<file path="src/mem_sched_pkg.sv">
package mem_sched_pkg;

  // Physical register file sizing
  localparam int unsigned PREG_W = 6;
  localparam int unsigned NUM_PREGS = 64;

  // A bundle carries one ROB index and each op extends it by the slot number
  localparam int unsigned ROB_W = 5;
  localparam int unsigned TAG_W = 6;

  // Number of bundles the issue queue can hold
  localparam int unsigned QUEUE_DEPTH = 8;

  // Memory op type and opcode widths as produced by the decoder
  localparam int unsigned TYPE_W = 6;
  localparam int unsigned OPC_W = 3;
  localparam int unsigned IMM_W = 32;

  // This bit of the type field marks a store
  localparam int unsigned STORE_BIT = 3;

  // One renamed memory micro-op as it sits in a bundle slot
  typedef struct packed {
    logic [PREG_W-1:0] rs1;
    logic [PREG_W-1:0] rs2;
    logic [PREG_W-1:0] dest;
    logic [IMM_W-1:0]  immediate;
    logic [TYPE_W-1:0] ios_type;
    logic [OPC_W-1:0]  ios_opcode;
    logic              valid;
  } mem_uop_t;

  // Two slots share one ROB index and slot 0 is older than slot 1
  typedef struct packed {
    mem_uop_t [1:0]   slot;
    logic [ROB_W-1:0] rob;
  } mem_bundle_t;

  // Op handed from the scheduler to the memory execution unit
  typedef struct packed {
    logic [TAG_W-1:0]  tag;
    logic [TYPE_W-1:0] ios_type;
    logic [OPC_W-1:0]  ios_opcode;
    logic [IMM_W-1:0]  immediate;
    logic [PREG_W-1:0] rs1;
    logic [PREG_W-1:0] rs2;
    logic [PREG_W-1:0] dest;
  } meu_op_t;

  // Completion report from the memory execution unit
  typedef struct packed {
    logic [TAG_W-1:0]  tag;
    logic [PREG_W-1:0] dest;
    logic              store;
  } meu_cmp_t;

endpackage

</file>
<file path="src/bundle_fifo.sv">
`timescale 1ns/1ps

module bundle_fifo import mem_sched_pkg::*; #(
  parameter type         payload_t = logic,
  parameter int unsigned DEPTH     = QUEUE_DEPTH
) (
  input  logic     cpu_clk_i,
  input  logic     rst_i,
  input  logic     flush_i,
  input  logic     push_i,
  input  payload_t push_data_i,
  output logic     full_o,
  input  logic     pop_i,
  output payload_t pop_data_o,
  output logic     empty_o
);

  localparam int unsigned PTR_W = (DEPTH > 1) ? $clog2(DEPTH) : 1;
  localparam int unsigned CNT_W = $clog2(DEPTH + 1);

  payload_t         mem_q [DEPTH];
  logic [PTR_W-1:0] wr_ptr_q;
  logic [PTR_W-1:0] rd_ptr_q;
  logic [CNT_W-1:0] cnt_q;
  logic [CNT_W-1:0] cnt_d;
  logic             full_q;
  logic             empty_q;
  logic             do_push;
  logic             do_pop;

  // Pushes into a full queue and pops from an empty one have no effect
  assign do_push = push_i & !full_q;
  assign do_pop  = pop_i & !empty_q;

  // Occupancy after this cycle's push and pop
  always_comb begin
    case ({do_push, do_pop})
      2'b10:   cnt_d = cnt_q + 1'b1;
      2'b01:   cnt_d = cnt_q - 1'b1;
      default: cnt_d = cnt_q;
    endcase
  end

  // Pointers wrap explicitly so depths that are not a power of two work
  always_ff @(posedge cpu_clk_i) begin
    if (rst_i | flush_i) begin
      wr_ptr_q <= '0;
      rd_ptr_q <= '0;
      cnt_q    <= '0;
      full_q   <= 1'b0;
      empty_q  <= 1'b1;
    end else begin
      if (do_push) begin
        wr_ptr_q <= (wr_ptr_q == PTR_W'(DEPTH - 1)) ? '0 : wr_ptr_q + 1'b1;
      end
      if (do_pop) begin
        rd_ptr_q <= (rd_ptr_q == PTR_W'(DEPTH - 1)) ? '0 : rd_ptr_q + 1'b1;
      end
      cnt_q   <= cnt_d;
      // Status levels come straight from flops
      full_q  <= (cnt_d == CNT_W'(DEPTH));
      empty_q <= (cnt_d == '0);
    end
  end

  // Storage array
  always_ff @(posedge cpu_clk_i) begin
    if (do_push) begin
      mem_q[wr_ptr_q] <= push_data_i;
    end
  end

  // Head entry is read combinationally so a write shows up one cycle later
  assign pop_data_o = mem_q[rd_ptr_q];
  assign full_o     = full_q;
  assign empty_o    = empty_q;

  // The consumer must look at empty before it pops
  a_no_pop_empty: assert property (@(posedge cpu_clk_i) disable iff (rst_i)
    pop_i |-> !empty_q);

endmodule

</file>
<file path="src/mem_exec_unit.sv">
`timescale 1ns/1ps

module mem_exec_unit import mem_sched_pkg::*; (
  input  logic     cpu_clk_i,
  input  logic     rst_i,
  input  logic     flush_i,
  // Op from the scheduler
  input  logic     op_vld_i,
  input  meu_op_t  op_i,
  output logic     busy_o,
  // Completion report
  output logic     cmp_vld_o,
  output meu_cmp_t cmp_o
);

  logic       busy_q;
  logic [1:0] cnt_q;
  logic       cmp_vld_q;
  logic       accept;
  logic       done;
  meu_cmp_t   cmp_q;

  // An op is taken only while the unit is idle
  assign accept = op_vld_i & !busy_q;

  // The last busy cycle is the one where the counter has run out
  assign done = busy_q & (cnt_q == 2'd0);

  // Latency is one cycle plus the two low opcode bits
  // The counter is loaded with latency minus one and counts down while busy
  always_ff @(posedge cpu_clk_i) begin
    if (rst_i | flush_i) begin
      busy_q    <= 1'b0;
      cnt_q     <= 2'd0;
      cmp_vld_q <= 1'b0;
    end else begin
      // Completion is a single cycle pulse on the edge that ends busy
      cmp_vld_q <= done;
      if (accept) begin
        busy_q <= 1'b1;
        cnt_q  <= op_i.ios_opcode[1:0];
      end else if (done) begin
        busy_q <= 1'b0;
      end else if (busy_q) begin
        cnt_q <= cnt_q - 1'b1;
      end
    end
  end

  // Completion payload is captured with the op and held until the next one
  always_ff @(posedge cpu_clk_i) begin
    if (accept) begin
      cmp_q.tag   <= op_i.tag;
      cmp_q.dest  <= op_i.dest;
      cmp_q.store <= op_i.ios_type[STORE_BIT];
    end
  end

  // A flush clears busy and the pending pulse so the held op never completes
  assign busy_o    = busy_q;
  assign cmp_vld_o = cmp_vld_q;
  assign cmp_o     = cmp_q;

  // Back to back completions are impossible since each op spends a busy cycle
  a_cmp_one_cycle: assert property (@(posedge cpu_clk_i) disable iff (rst_i)
    cmp_vld_q |=> !cmp_vld_q);

endmodule

</file>
<file path="src/mem_issue_top.sv">
`timescale 1ns/1ps

module mem_issue_top import mem_sched_pkg::*; (
  input  logic              cpu_clk_i,
  input  logic              rst_i,
  input  logic              flush_i,
  // Renamer side
  input  logic              renamer_pkt_vld_i,
  input  mem_bundle_t       bundle_i,
  output logic              full_o,
  // Writeback from the other execution units
  input  logic              wb_vld_i,
  input  logic [PREG_W-1:0] wb_preg_i,
  // Memory unit completions
  output logic              cmp_vld_o,
  output meu_cmp_t          cmp_o
);

  mem_bundle_t       head;
  logic              empty;
  logic              pop;
  logic [PREG_W-1:0] rs1_idx;
  logic [PREG_W-1:0] rs2_idx;
  logic              rs1_rdy;
  logic              rs2_rdy;
  logic              meu_busy;
  logic              meu_vld;
  meu_op_t           meu_op;
  logic              accept;
  logic              alloc0_vld;
  logic              alloc1_vld;

  // Bundles offered while full are lost
  assign accept = renamer_pkt_vld_i & !full_o;

  // Only loads write a register so only they are marked busy
  assign alloc0_vld = accept & bundle_i.slot[0].valid & !bundle_i.slot[0].ios_type[STORE_BIT];
  assign alloc1_vld = accept & bundle_i.slot[1].valid & !bundle_i.slot[1].ios_type[STORE_BIT];

  bundle_fifo #(
    .payload_t (mem_bundle_t),
    .DEPTH     (QUEUE_DEPTH)
  ) u_bundle_fifo (
    .cpu_clk_i   (cpu_clk_i),
    .rst_i       (rst_i),
    .flush_i     (flush_i),
    .push_i      (accept),
    .push_data_i (bundle_i),
    .full_o      (full_o),
    .pop_i       (pop),
    .pop_data_o  (head),
    .empty_o     (empty)
  );

  // Port 0 writeback is a load completing in the memory unit
  reg_ready_table u_reg_ready_table (
    .cpu_clk_i     (cpu_clk_i),
    .rst_i         (rst_i),
    .flush_i       (flush_i),
    .alloc0_vld_i  (alloc0_vld),
    .alloc0_preg_i (bundle_i.slot[0].dest),
    .alloc1_vld_i  (alloc1_vld),
    .alloc1_preg_i (bundle_i.slot[1].dest),
    .wb0_vld_i     (cmp_vld_o & !cmp_o.store),
    .wb0_preg_i    (cmp_o.dest),
    .wb1_vld_i     (wb_vld_i),
    .wb1_preg_i    (wb_preg_i),
    .rd_a_idx_i    (rs1_idx),
    .rd_a_rdy_o    (rs1_rdy),
    .rd_b_idx_i    (rs2_idx),
    .rd_b_rdy_o    (rs2_rdy)
  );

  memory_scheduler u_memory_scheduler (
    .cpu_clk_i  (cpu_clk_i),
    .rst_i      (rst_i),
    .flush_i    (flush_i),
    .head_i     (head),
    .empty_i    (empty),
    .pop_o      (pop),
    .rs1_idx_o  (rs1_idx),
    .rs2_idx_o  (rs2_idx),
    .rs1_rdy_i  (rs1_rdy),
    .rs2_rdy_i  (rs2_rdy),
    .meu_busy_i (meu_busy),
    .meu_vld_o  (meu_vld),
    .meu_op_o   (meu_op)
  );

  mem_exec_unit u_mem_exec_unit (
    .cpu_clk_i (cpu_clk_i),
    .rst_i     (rst_i),
    .flush_i   (flush_i),
    .op_vld_i  (meu_vld),
    .op_i      (meu_op),
    .busy_o    (meu_busy),
    .cmp_vld_o (cmp_vld_o),
    .cmp_o     (cmp_o)
  );

endmodule

</file>
<file path="src/memory_scheduler.sv">
`timescale 1ns/1ps

module memory_scheduler import mem_sched_pkg::*; (
  input  logic              cpu_clk_i,
  input  logic              rst_i,
  input  logic              flush_i,
  // Head of the bundle queue
  input  mem_bundle_t       head_i,
  input  logic              empty_i,
  output logic              pop_o,
  // Readiness lookups for the current slot
  output logic [PREG_W-1:0] rs1_idx_o,
  output logic [PREG_W-1:0] rs2_idx_o,
  input  logic              rs1_rdy_i,
  input  logic              rs2_rdy_i,
  // Memory execution unit
  input  logic              meu_busy_i,
  output logic              meu_vld_o,
  output meu_op_t           meu_op_o
);

  mem_uop_t cur_uop;
  meu_op_t  issue_op;
  logic     slot0_vld;
  logic     slot1_vld;
  logic     both_vld;
  logic     none_vld;
  logic     sel_q;
  logic     sel;
  logic     is_store;
  logic     issue;
  logic     last_slot;

  assign slot0_vld = head_i.slot[0].valid;
  assign slot1_vld = head_i.slot[1].valid;
  assign both_vld  = slot0_vld & slot1_vld;
  assign none_vld  = !slot0_vld & !slot1_vld;

  // Slot 1 goes first only when slot 0 is empty
  // Otherwise the selector moves to slot 1 after slot 0 of a full bundle issues
  assign sel     = (!slot0_vld & slot1_vld) | sel_q;
  assign cur_uop = sel ? head_i.slot[1] : head_i.slot[0];

  // Stores also need their data register while loads ignore rs2
  assign is_store  = cur_uop.ios_type[STORE_BIT];
  assign rs1_idx_o = cur_uop.rs1;
  assign rs2_idx_o = cur_uop.rs2;

  // An op waiting in the output register counts as occupying the unit
  // because the unit only raises busy one edge after it takes the op
  assign issue = !empty_i & cur_uop.valid & rs1_rdy_i & (rs2_rdy_i | !is_store) &
                 !meu_busy_i & !meu_vld_o;

  // The head leaves after its last valid op issues
  assign last_slot = !both_vld | sel_q;

  // A bundle with no valid slot has nothing to issue and is dropped at once
  assign pop_o = (issue & last_slot) | (!empty_i & none_vld);

  // The tag is the bundle index extended by the slot number
  always_comb begin
    issue_op.tag        = {head_i.rob, sel};
    issue_op.ios_type   = cur_uop.ios_type;
    issue_op.ios_opcode = cur_uop.ios_opcode;
    issue_op.immediate  = cur_uop.immediate;
    issue_op.rs1        = cur_uop.rs1;
    issue_op.rs2        = cur_uop.rs2;
    issue_op.dest       = cur_uop.dest;
  end

  // Slot selector toggles only inside a two-op bundle
  always_ff @(posedge cpu_clk_i) begin
    if (rst_i | flush_i) begin
      sel_q <= 1'b0;
    end else if (issue) begin
      sel_q <= both_vld & !sel_q;
    end
  end

  // Valid stays up until a cycle where the unit is idle and can capture it
  always_ff @(posedge cpu_clk_i) begin
    if (rst_i | flush_i) begin
      meu_vld_o <= 1'b0;
    end else if (issue) begin
      meu_vld_o <= 1'b1;
    end else if (!meu_busy_i) begin
      meu_vld_o <= 1'b0;
    end
  end

  // Issued op payload
  always_ff @(posedge cpu_clk_i) begin
    if (issue) begin
      meu_op_o <= issue_op;
    end
  end

  // The unit reports busy from its own flop so this guards the round trip
  // An issued op must never be presented to a busy unit that would drop it
  a_no_issue_busy: assert property (@(posedge cpu_clk_i) disable iff (rst_i)
    meu_vld_o |-> !meu_busy_i);

endmodule

</file>
<file path="src/reg_ready_table.sv">
`timescale 1ns/1ps

module reg_ready_table import mem_sched_pkg::*; (
  input  logic              cpu_clk_i,
  input  logic              rst_i,
  input  logic              flush_i,
  // Rename time allocation marks a destination busy
  input  logic              alloc0_vld_i,
  input  logic [PREG_W-1:0] alloc0_preg_i,
  input  logic              alloc1_vld_i,
  input  logic [PREG_W-1:0] alloc1_preg_i,
  // Writeback marks a register ready again
  input  logic              wb0_vld_i,
  input  logic [PREG_W-1:0] wb0_preg_i,
  input  logic              wb1_vld_i,
  input  logic [PREG_W-1:0] wb1_preg_i,
  // Two combinational lookup ports
  input  logic [PREG_W-1:0] rd_a_idx_i,
  output logic              rd_a_rdy_o,
  input  logic [PREG_W-1:0] rd_b_idx_i,
  output logic              rd_b_rdy_o
);

  // One bit per physical register and a set bit means the value is ready
  logic [NUM_PREGS-1:0] ready_q;
  logic [NUM_PREGS-1:0] ready_d;

  // Writebacks are applied first
  // Allocations come after them so a same cycle allocation keeps the register busy
  always_comb begin
    ready_d = ready_q;
    if (wb0_vld_i) begin
      ready_d[wb0_preg_i] = 1'b1;
    end
    if (wb1_vld_i) begin
      ready_d[wb1_preg_i] = 1'b1;
    end
    if (alloc0_vld_i) begin
      ready_d[alloc0_preg_i] = 1'b0;
    end
    if (alloc1_vld_i) begin
      ready_d[alloc1_preg_i] = 1'b0;
    end
  end

  // A flush drops all in-flight producers so every register becomes ready
  always_ff @(posedge cpu_clk_i) begin
    if (rst_i | flush_i) begin
      ready_q <= '1;
    end else begin
      ready_q <= ready_d;
    end
  end

  // Lookups see the state before this cycle's updates
  assign rd_a_rdy_o = ready_q[rd_a_idx_i];
  assign rd_b_rdy_o = ready_q[rd_b_idx_i];

endmodule

</file>
<file path="config.mk">
export PLATFORM = sky130hd
export DESIGN_NAME = mem_issue_top
export DESIGN_NICKNAME = d
export VERILOG_FILES = /design/src/mem_sched_pkg.sv /design/src/bundle_fifo.sv /design/src/mem_exec_unit.sv /design/src/mem_issue_top.sv /design/src/memory_scheduler.sv /design/src/reg_ready_table.sv
export SDC_FILE = /design/constraint.sdc
export NUM_CORES = 1
export LEC_CHECK = 0
export BUFFER_PORTS_ARGS = -buffer_cell sky130_fd_sc_hd__buf_2
export CAP_MARGIN = 20
export CELL_PAD_IN_SITES_DETAIL_PLACEMENT = 0
export CELL_PAD_IN_SITES_GLOBAL_PLACEMENT = 2
export CORE_MARGIN = 2
export CORE_UTILIZATION = 55
export DETAILED_ROUTE_END_ITERATION = 12
export PLACE_DENSITY = 0.85
export SLEW_MARGIN = 5
export SYNTH_ARGS = -nofsm -noshare
export SYNTH_HDL_FRONTEND = slang
export SYNTH_HIERARCHICAL = 1
export SYNTH_SLANG_ARGS = --single-unit
</file>
<file path="constraint.sdc">
create_clock -name cpu_clk_i -period 29.5 [get_ports cpu_clk_i]
set_clock_uncertainty 0.1 [all_clocks]
set_input_delay 1.475 -clock cpu_clk_i [delete_from_list [all_inputs] [get_ports cpu_clk_i]]
set_output_delay 1.475 -clock cpu_clk_i [all_outputs]
set_load 0.02 [all_outputs]
</file>
==> results.json, run 1 <==
{
  "ant_nets": 0,
  "drv_cap": 0,
  "clk_pin_slew_worst_paths_ps": 60,
  "core_area_um2": 38900,
  "dieArea_um2": 41200,
  "numPortBuffers": 74,
  "detail_route.wl_per_cell_um": 27.9,
  "tightest_slew_ps": 1040,
  "netlist_area_um2": 21800,
  "start_util_pct": 56.0,
  "drt-initial-drc-count": 1293,
  "vdd_drop_max_mv": 0.0525,
  "hold_viol_final": 0,
  "setup_viol": 0,
  "p_total_mw": 1.53,
  "wl_mm": 53.6,
  "clock_path_buffers": 3,
  "cts_tree": "built",
  "grt_max_degree": 65,
  "p_per_area_nw_per_um2": 63.3,
  "htree_levels": 2,
  "dr.pass1.iters": 7,
  "hold_class": "reg2reg",
  "area_delta_synth_final_pct": 10.8,
  "setup_ws_ps": 21670,
  "fmax_mhz": 128,
  "drc": 0,
  "fp.dieW_um": 203,
  "path_class": "reg2reg",
  "arrival_ps": 8240,
  "drive_gt1_share_pct": 28.6,
  "fin_crit_ps": 7830,
  "outcome": "finished clean",
  "row_count": 72,
  "crit_path_start_kind": "register",
  "grt_first_pass_wirelength_mm": 79.7,
  "grt_pass1_vias": 12600,
  "fill_cells": 2776,
  "pre_cts_ws_ps": 21560,
  "gr-total-overflow": 0,
  "synthCells": 1319,
  "io_pins": 151,
  "holdBufCountCts": 0,
  "maxSlewHeadroom_pct": 30.2,
  "p_leak_nw": 7.54,
  "min_period_over_period_pct": 26.5,
  "fin_nets": 1502,
  "grt_usage_pct": 26.6,
  "dp_hpwl_mm": 31.1,
  "report.final.slew_viol_count": 0,
  "cp_max_fo": 47,
  "cts_sinks": 505,
  "syn-num-nets": 1463,
  "clk_latency_ps": 610,
  "antenna_found_initial": 6,
  "cp.required_ps": 29910,
  "rsz0062_at_grt": "no",
  "cts_buffers": 51,
  "die_h_um": 203,
  "viasPerCell": 6.52,
  "endpoint_kind": "register",
  "vias": 12500,
  "post-cts-setup-buffers": 0,
  "place_congestion": 0.879,
  "cts_resized": 0,
  "clock-root-buffer": "clkbuf_16",
  "syn_area_per_cell_um2": 16.5,
  "setup_tns_ps": 0,
  "ys_warn_count": 6
}
==> final timing paths <==
check                                        to                                      from  cells past startpoint  slack, ps
max             u_bundle_fifo/full_o$_SDFF_PP0_                                  register                     22      21670
min          u_mem_exec_unit/cmp_o[3]$_DFFE_PP_  u_memory_scheduler/meu_op_o[2]$_DFFE_PP_                      0        320
max reg2reg     u_bundle_fifo/full_o$_SDFF_PP0_                                  register                     22      21670
min reg2reg  u_mem_exec_unit/cmp_o[3]$_DFFE_PP_  u_memory_scheduler/meu_op_o[2]$_DFFE_PP_                      0        320
==> routing by layer <==
layer | GRT usage (%) | vias up | share of wire, %
li1 | - | 5453 | -
met1 | 36.6 | 6403 | 41
met2 | 42.8 | 545 | 48
met3 | 5.94 | 122 | 8.5
met4 | 8.65 | 8 | 2.9
met5 | 0 | - | 0.090
==> registers in the layout (all words and copies together), names as in the netlist, named ones only <==
signal	cells
u_memory_scheduler/meu_op_o	15
u_mem_exec_unit/cmp_o	13
u_memory_scheduler/sel_q	1
u_memory_scheduler/meu_vld_o	1
u_mem_exec_unit/cmp_vld_o	1
u_bundle_fifo/rd_ptr_q	3
u_bundle_fifo/mem_q	392
u_bundle_fifo/wr_ptr_q	3
u_mem_exec_unit/busy_o	1
u_bundle_fifo/empty_o	1
u_bundle_fifo/cnt_q	4
u_mem_exec_unit/cnt_q	2
u_reg_ready_table/ready_q	64
u_bundle_fifo/full_o	1
==> where the power goes <==
group | switching [mW] | leakage [nW] | internal [mW]
sequential | 0.00276 | 4.50 | 0.780
clock | 0.271 | 0.847 | 0.407
combinational | 0.0445 | 2.19 | 0.0239
==> cells in the final DEF, fill, tap and decap left out, types with 10 or more instances in the layout <==
cell and count:
clkbuf_1 11, a21oi_1 13, clkinv_1 10, bufinv_16 10
nor2b_1 14, mux4_2 124, nand2b_1 10, nor2_1 61
inv_1 14, nand2_1 31, o21ai_0 68, buf_4 18
and2_1 10, a221oi_1 34, nand3_1 17, clkbuf_16 51
nand3b_1 11, mux2_2 69, buf_2 74, edfxtp_1 420
nor3_1 12, nor3b_1 10, dfxtp_1 82, o22ai_1 90
==> critical path: stages, from the launching register on <==
cell and delay [ps]:
dfxtp_4 670, buf_4 820, mux4_2 590, mux2_2 360, a21oi_4 140, buf_4 420, mux2_2 730, mux4_2 630
nor2b_4 160, a2111oi_4 320, o22ai_1 120, and3_1 250, a2111o_1 440, o21ai_1 90, o32ai_1 100, nand2b_1 270
inv_2 120, ha_1 250, and4b_1 270, o21ai_1 80, a221oi_2 360, xnor2_1 140, nor4_2 210
==> cell type report <==
| cell class | count | area [um2] | area share [%] |
|---|---|---|---|
| inverter | 15 | 56.3 | 0.233 |
| timing repair buffer | 92 | 505 | 2.09 |
| sequential | 505 | 14300 | 59.3 |
| multi-input combinational | 693 | 6860 | 28.4 |
| antenna | 3 | 7.51 | 0.0311 |
| clock inverter | 33 | 447 | 1.85 |
| tap | 518 | 648 | 2.68 |
| clock buffer | 62 | 1320 | 5.45 |
==> stage by stage <==
stage,util (%),cell area [um2],hold WS (ps),instances
finish,62.1,24200,318,1921
global route,62.1,24200,323,1918
CTS,62.1,24200,318,1918
detailed placement,57.5,22400,305,1823
global placement,57.5,22400,302,1823
floorplan,-,21800,300,1319
Power figures use the tool's default switching activity.
==> inputs of run 2 (changes only) <==
Settings changed: CORE_UTILIZATION 55 to 46, PLACE_DENSITY 0.85 to 0.75.
Clock period 29.5 ns to 6.95 ns, I/O delays scaled along.
==> results.json, run 2 (synthesis results as in run 1) <==
{
  "setup_ws_ps": 441,
  "reg_top3": "u_bundle_fifo/mem_q x392, u_reg_ready_table/ready_q x64, u_memory_scheduler/meu_op_o x15",
  "start_util_pct": 46.7,
  "drc": 6,
  "dp_hpwl_mm": 32.0,
  "ant_nets": 0,
  "fill_cells": 3774,
  "p_leak_nw": 7.74,
  "p_per_area_nw_per_um2": 260,
  "cpMaxStageDelayCell": "mux4_1",
  "outcome": "finished with violations",
  "arrival_ps": 6910,
  "vdd_drop_max_mv": 0.269,
  "grt_pass1_vias": 13000,
  "area_delta_synth_final_pct": 13.5,
  "drv_cap": 0,
  "crit_chain": "mux4_2, mux2_2, a21oi_4, buf_4, mux2_2, buf_4, mux4_1, o21ai_0, o22a_1, nand3_1, and3_1, a2111o_1, o21ai_1, o32ai_1, nand2b_1, inv_2, ha_1, and4b_1, o21ai_1, a221oi_2, xor2_1, o31ai_1",
  "viasPerCell": 6.20,
  "crit_path_start_kind": "register",
  "seqCellArea_um2": 14300,
  "critPathTopFamily": "multiplexers",
  "fmax_mhz": 154,
  "clk_pin_slew_worst_paths_ps": 60,
  "tightest_slew_ps": 1150,
  "numPortBuffers": 74,
  "htree_levels": 2,
  "die_h_um": 222,
  "maxSlewHeadroom_pct": 23.0,
  "fp.dieW_um": 222,
  "antenna_found_initial": 1,
  "cp_max_fo": 14,
  "diodes": 0,
  "p_total_mw": 6.42,
  "wl_mm": 55.2,
  "clk_latency_ps": 620,
  "top_register": "u_bundle_fifo/mem_q",
  "detail_route.wl_per_cell_um": 26.8,
  "fin_nets": 1552,
  "row_count": 79,
  "drive_gt1_share_pct": 28.2,
  "rsz0062_at_grt": "no",
  "clock_path_buffers": 3,
  "vias": 12800,
  "violations": "DRC",
  "multi_input_area_um2": 6870,
  "place_congestion": 0.887,
  "placed_area_um2": 22600,
  "io_pins": 151,
  "hold_viol_final": 0,
  "largest_reg_flops": 392,
  "cts_buffers": 52,
  "cp.required_ps": 7350,
  "report.final.slew_viol_count": 0,
  "path_class": "reg2reg",
  "core_area_um2": 46700,
  "path_buf_inv": 3,
  "clock-root-buffer": "clkbuf_16",
  "grt_max_degree": 65,
  "cts_tree": "built",
  "cts_sinks": 505,
  "final_common_cell": "edfxtp_1",
  "drt-initial-drc-count": 1279,
  "pre_cts_ws_ps": 469,
  "grt_usage_pct": 22.7,
  "min_period_over_period_pct": 93.7,
  "fin_crit_ps": 6510,
  "grt_first_pass_wirelength_mm": 82.8,
  "post-cts-setup-buffers": 0,
  "setup_viol": 0,
  "mostFrequentLayoutCells": "420 x edfxtp_1, 124 x mux4_2, 90 x o22ai_1, 82 x dfxtp_1, 74 x buf_2",
  "endpoint_kind": "register",
  "dieArea_um2": 49200,
  "setup_tns_ps": 0,
  "gr-total-overflow": 0,
  "max_stage_delay_ps": 590,
  "final_cell_area_um2": 24700,
  "hold_class": "in2reg",
  "dr.pass1.iters": 9
}
## run 2: cell count changes in the layout (fill, tap and decap cells not counted), moves of 2 or more
cell / previous run / this run
bufinv_16: 10 / 6
dlygate4sd3_1: 0 / 44
clkinv_2: 6 / 10
clkbuf_1: 11 / 13
diode_2: 3 / 0
clkinv_1: 10 / 8
buf_12: 0 / 2
## run 2: metrics by stage
stage / hold WS [ps] / util [%] / instances
2_1_floorplan: 300 / - / 1319
3_3_place_gp: 301 / 48.3 / 1915
3_5_place_dp: 305 / 48.4 / 1916
4_1_cts: 13.6 / 53.0 / 2057
5_1_grt: 54.1 / 53.0 / 2058
6_report: 53.8 / 53.0 / 2058
## run 2: final timing paths
| path | startpoint | to | slack, ps | cells after the start |
|---|---|---|---|---|
| worst min register to register | u_memory_scheduler/meu_op_o[2]$_DFFE_PP_ | u_mem_exec_unit/cmp_o[3]$_DFFE_PP_ | 320 | 0 |
| worst max register to register | register | u_bundle_fifo/empty_o$_SDFF_PP1_ | 440 | 22 |
| worst max-delay path | register | u_bundle_fifo/empty_o$_SDFF_PP1_ | 440 | 22 |
| worst min-delay path | bundle_i[108] | u_bundle_fifo/mem_q[2][108]$_DFFE_PP_ | 50 | 1 |
## run 2: final cells by class
type                            count  share of cell area, %
Clock buffer                       65                   5.46
Multi-Input combinational cell    693                   27.8
Clock inverter                     32                   1.49
Tap cell                          607                   3.07
Timing Repair Buffer              141                   4.12
Sequential cell                   505                   57.9
Inverter                           15                  0.228
## run 2: power by group
part	switching, mW	leakage, nW	internal, mW
logic	0.194	2.41	0.120
registers	0.0114	4.50	3.31
clock network	1.17	0.825	1.61
## run 2: repair_timing
action | 4_1_cts | 5_1_grt
gates resized for setup | 0 | 1
endpoints found under the hold margin | 329 | 0
hold buffers | 44 | 0
setup endpoints to repair | 0 | 3
## run 2: metal layers
metal | vias up | share of wire, % | GRT usage [%] | routed length (um)
met5 | - | 0.020 | 0 | 11
met4 | 2 | 3.4 | 9.02 | 1860
met3 | 122 | 7.3 | 4.36 | 4050
met2 | 540 | 46 | 35.3 | 25600
met1 | 6545 | 43 | 31.9 | 23800
li1 | 5547 | - | - | -
==> inputs of run 3 (changes only) <==
Settings changed: CORE_ASPECT_RATIO from default to 1.4, CORE_MARGIN 2 to 4, CTS_CLUSTER_DIAMETER from default to 50.
==> results.json, run 3 (synthesis results as in run 1) <==
{
  "numPortBuffers": 74,
  "drt-initial-drc-count": 1148,
  "top_register": "u_bundle_fifo/mem_q",
  "rsz0062_at_grt": "no",
  "seqPwrFrac_pct": 52.6,
  "mostFrequentLayoutCells": "420 x edfxtp_1, 124 x mux4_2, 90 x o22ai_1, 82 x dfxtp_1, 74 x buf_2",
  "min_period_over_period_pct": 91.1,
  "fp.dieW_um": 192,
  "row_count": 94,
  "drive_gt1_share_pct": 28.0,
  "wl_met1_mm": 21.9,
  "drv_cap": 0,
  "p_per_area_nw_per_um2": 256,
  "dr.pass1.iters": 7,
  "dr_wl_met3_mm": 3.66,
  "antenna_found_initial": 4,
  "hold_viol_final": 0,
  "fill_cells": 3813,
  "hold_class": "in2reg",
  "setup_viol": 0,
  "combPwrFrac_pct": 5.0,
  "hp-start": "bundle_i[48]",
  "tightest_slew_ps": 1240,
  "gr-total-overflow": 0,
  "htree_levels": 2,
  "io_pins": 151,
  "vdd_drop_max_mv": 0.206,
  "largest_reg_flops": 392,
  "outcome": "finished clean",
  "viasPerCell": 6.11,
  "cts_tree": "built",
  "grt_first_pass_wirelength_mm": 82.8,
  "cp.required_ps": 7360,
  "reg_top3": "u_bundle_fifo/mem_q x392, u_reg_ready_table/ready_q x64, u_memory_scheduler/meu_op_o x15",
  "switchingPower_mw": 1.38,
  "p_int_mw": 4.93,
  "vias": 12600,
  "p_clk_share_pct": 42.3,
  "cts_sinks": 505,
  "multi_input_area_um2": 6860,
  "clock_path_buffers": 3,
  "cp_max_fo": 19,
  "setup_ws_ps": 617,
  "p_leak_nw": 7.69,
  "cts_resized": 0,
  "detail_route.wl_per_cell_um": 27.0,
  "dp_hpwl_mm": 32.1,
  "seqCellArea_um2": 14300,
  "arrival_ps": 6740,
  "dr.max_layer_used": "met5",
  "core_area_um2": 46900,
  "crit_path_start_kind": "register",
  "dieArea_um2": 51000,
  "grt_max_degree": 85,
  "area_delta_synth_final_pct": 13.1,
  "grt_pass1_vias": 12900,
  "cts_buffers": 52,
  "pre_cts_ws_ps": 610,
  "start_util_pct": 46.5,
  "maxSlewHeadroom_pct": 17.2,
  "report.final.slew_viol_count": 0,
  "fin_crit_ps": 6330,
  "setup_tns_ps": 0,
  "post-cts-setup-buffers": 0,
  "clock-root-buffer": "clkbuf_16",
  "p_sw_share_pct": 21.9,
  "fmax_mhz": 158,
  "grt_usage_pct": 22.0,
  "clk_pin_slew_worst_paths_ps": 60,
  "final_common_cell": "edfxtp_1",
  "endpoint_kind": "register",
  "drc": 0,
  "ant_nets": 0,
  "p_total_mw": 6.31,
  "wl_met2_mm": 28.0,
  "wl_mm": 56.0,
  "die_h_um": 266,
  "fin_nets": 1547,
  "place_congestion": 0.876,
  "clk_latency_ps": 600,
  "path_class": "reg2reg"
}
-- run 3: cell count changes in the layout (fill, tap and decap cells not counted), sizes merged --
cell | previous run | this run
buf | 97 | 96
inv | 17 | 21
clkinvlp | 4 | 2
dlygate4sd3 | 44 | 40
diode | 0 | 2
bufinv | 6 | 2
clkinv | 20 | 21
-- run 3: final timing paths --
| check | to | slack (ps) | depth (start not counted) |
|---|---|---|---|
| worst max-delay path | u_bundle_fifo/empty_o$_SDFF_PP1_ | 620 | 22 |
| worst min-delay path | u_bundle_fifo/mem_q[6][48]$_DFFE_PP_ | 30 | 1 |
| worst max register to register | u_bundle_fifo/empty_o$_SDFF_PP1_ | 620 | 22 |
| worst min register to register | u_mem_exec_unit/cmp_o[5]$_DFFE_PP_ | 320 | 0 |
-- run 3: cell type report --
type,count,area share [%]
diodes,2,0.0203
clock buffers,65,5.56
clock inverters,31,1.08
inverters,15,0.228
multi-input cells,693,27.8
flip-flops and latches,505,58.1
well taps,624,3.17
repair buffers,136,4.00
-- run 3: worst max-delay path, cell delays in order, from the launching register on --
cell and delay, ps:
dfxtp_4 570, mux4_2 560, mux2_2 370, a21oi_4 190, buf_12 210, mux2_2 640, mux4_2 450, mux2i_1 120
a211o_1 340, a31oi_1 340, nor4b_1 380, or2b_1 270, o32ai_1 130, nand2b_1 130, inv_2 130, nand2_1 80
xnor2_1 150, ha_1 180, a21oi_1 150, a21boi_0 190, nor3_1 80, xor2_1 180, o31ai_1 260
-- run 3: power groups by stage --
stage          Combinational (mW)  Sequential [mW]  Clock (mW)
6_report                    0.316             3.32        2.67
5_1_grt                     0.339             3.32        2.86
4_1_cts                     0.317             3.32        2.74
3_5_place_dp                0.297             3.39           0
3_3_place_gp                0.295             3.38           0
2_1_floorplan               0.186             3.39           0
-- run 3: what timing repair did --
item                                    in CTS  in global routing
endpoints found under the setup margin       0                  0
hold endpoints to repair                   298                  0
hold buffers                                40                  0
-- run 3: layer usage --
| metal | up-vias | global-route usage [%] |
|---|---|---|
| met3 | 134 | 4.37 |
| met2 | 475 | 36.6 |
| met1 | 6486 | 28.5 |
| li1 | 5548 | - |
| met4 | 2 | 9.18 |
| met5 | - | 0 |
-- run 3: through the flow --
stage / instances / utilization (%) / hold slack [ps] / area (um2)
floorplan: 1319 / - / 300 / 21800
global placement: 1933 / 48.2 / 301 / 22600
detailed placement: 1933 / 48.2 / 305 / 22600
CTS: 2069 / 52.5 / 4.45 / 24600
global route: 2069 / 52.5 / 20.0 / 24600
finish: 2071 / 52.5 / 31.9 / 24700
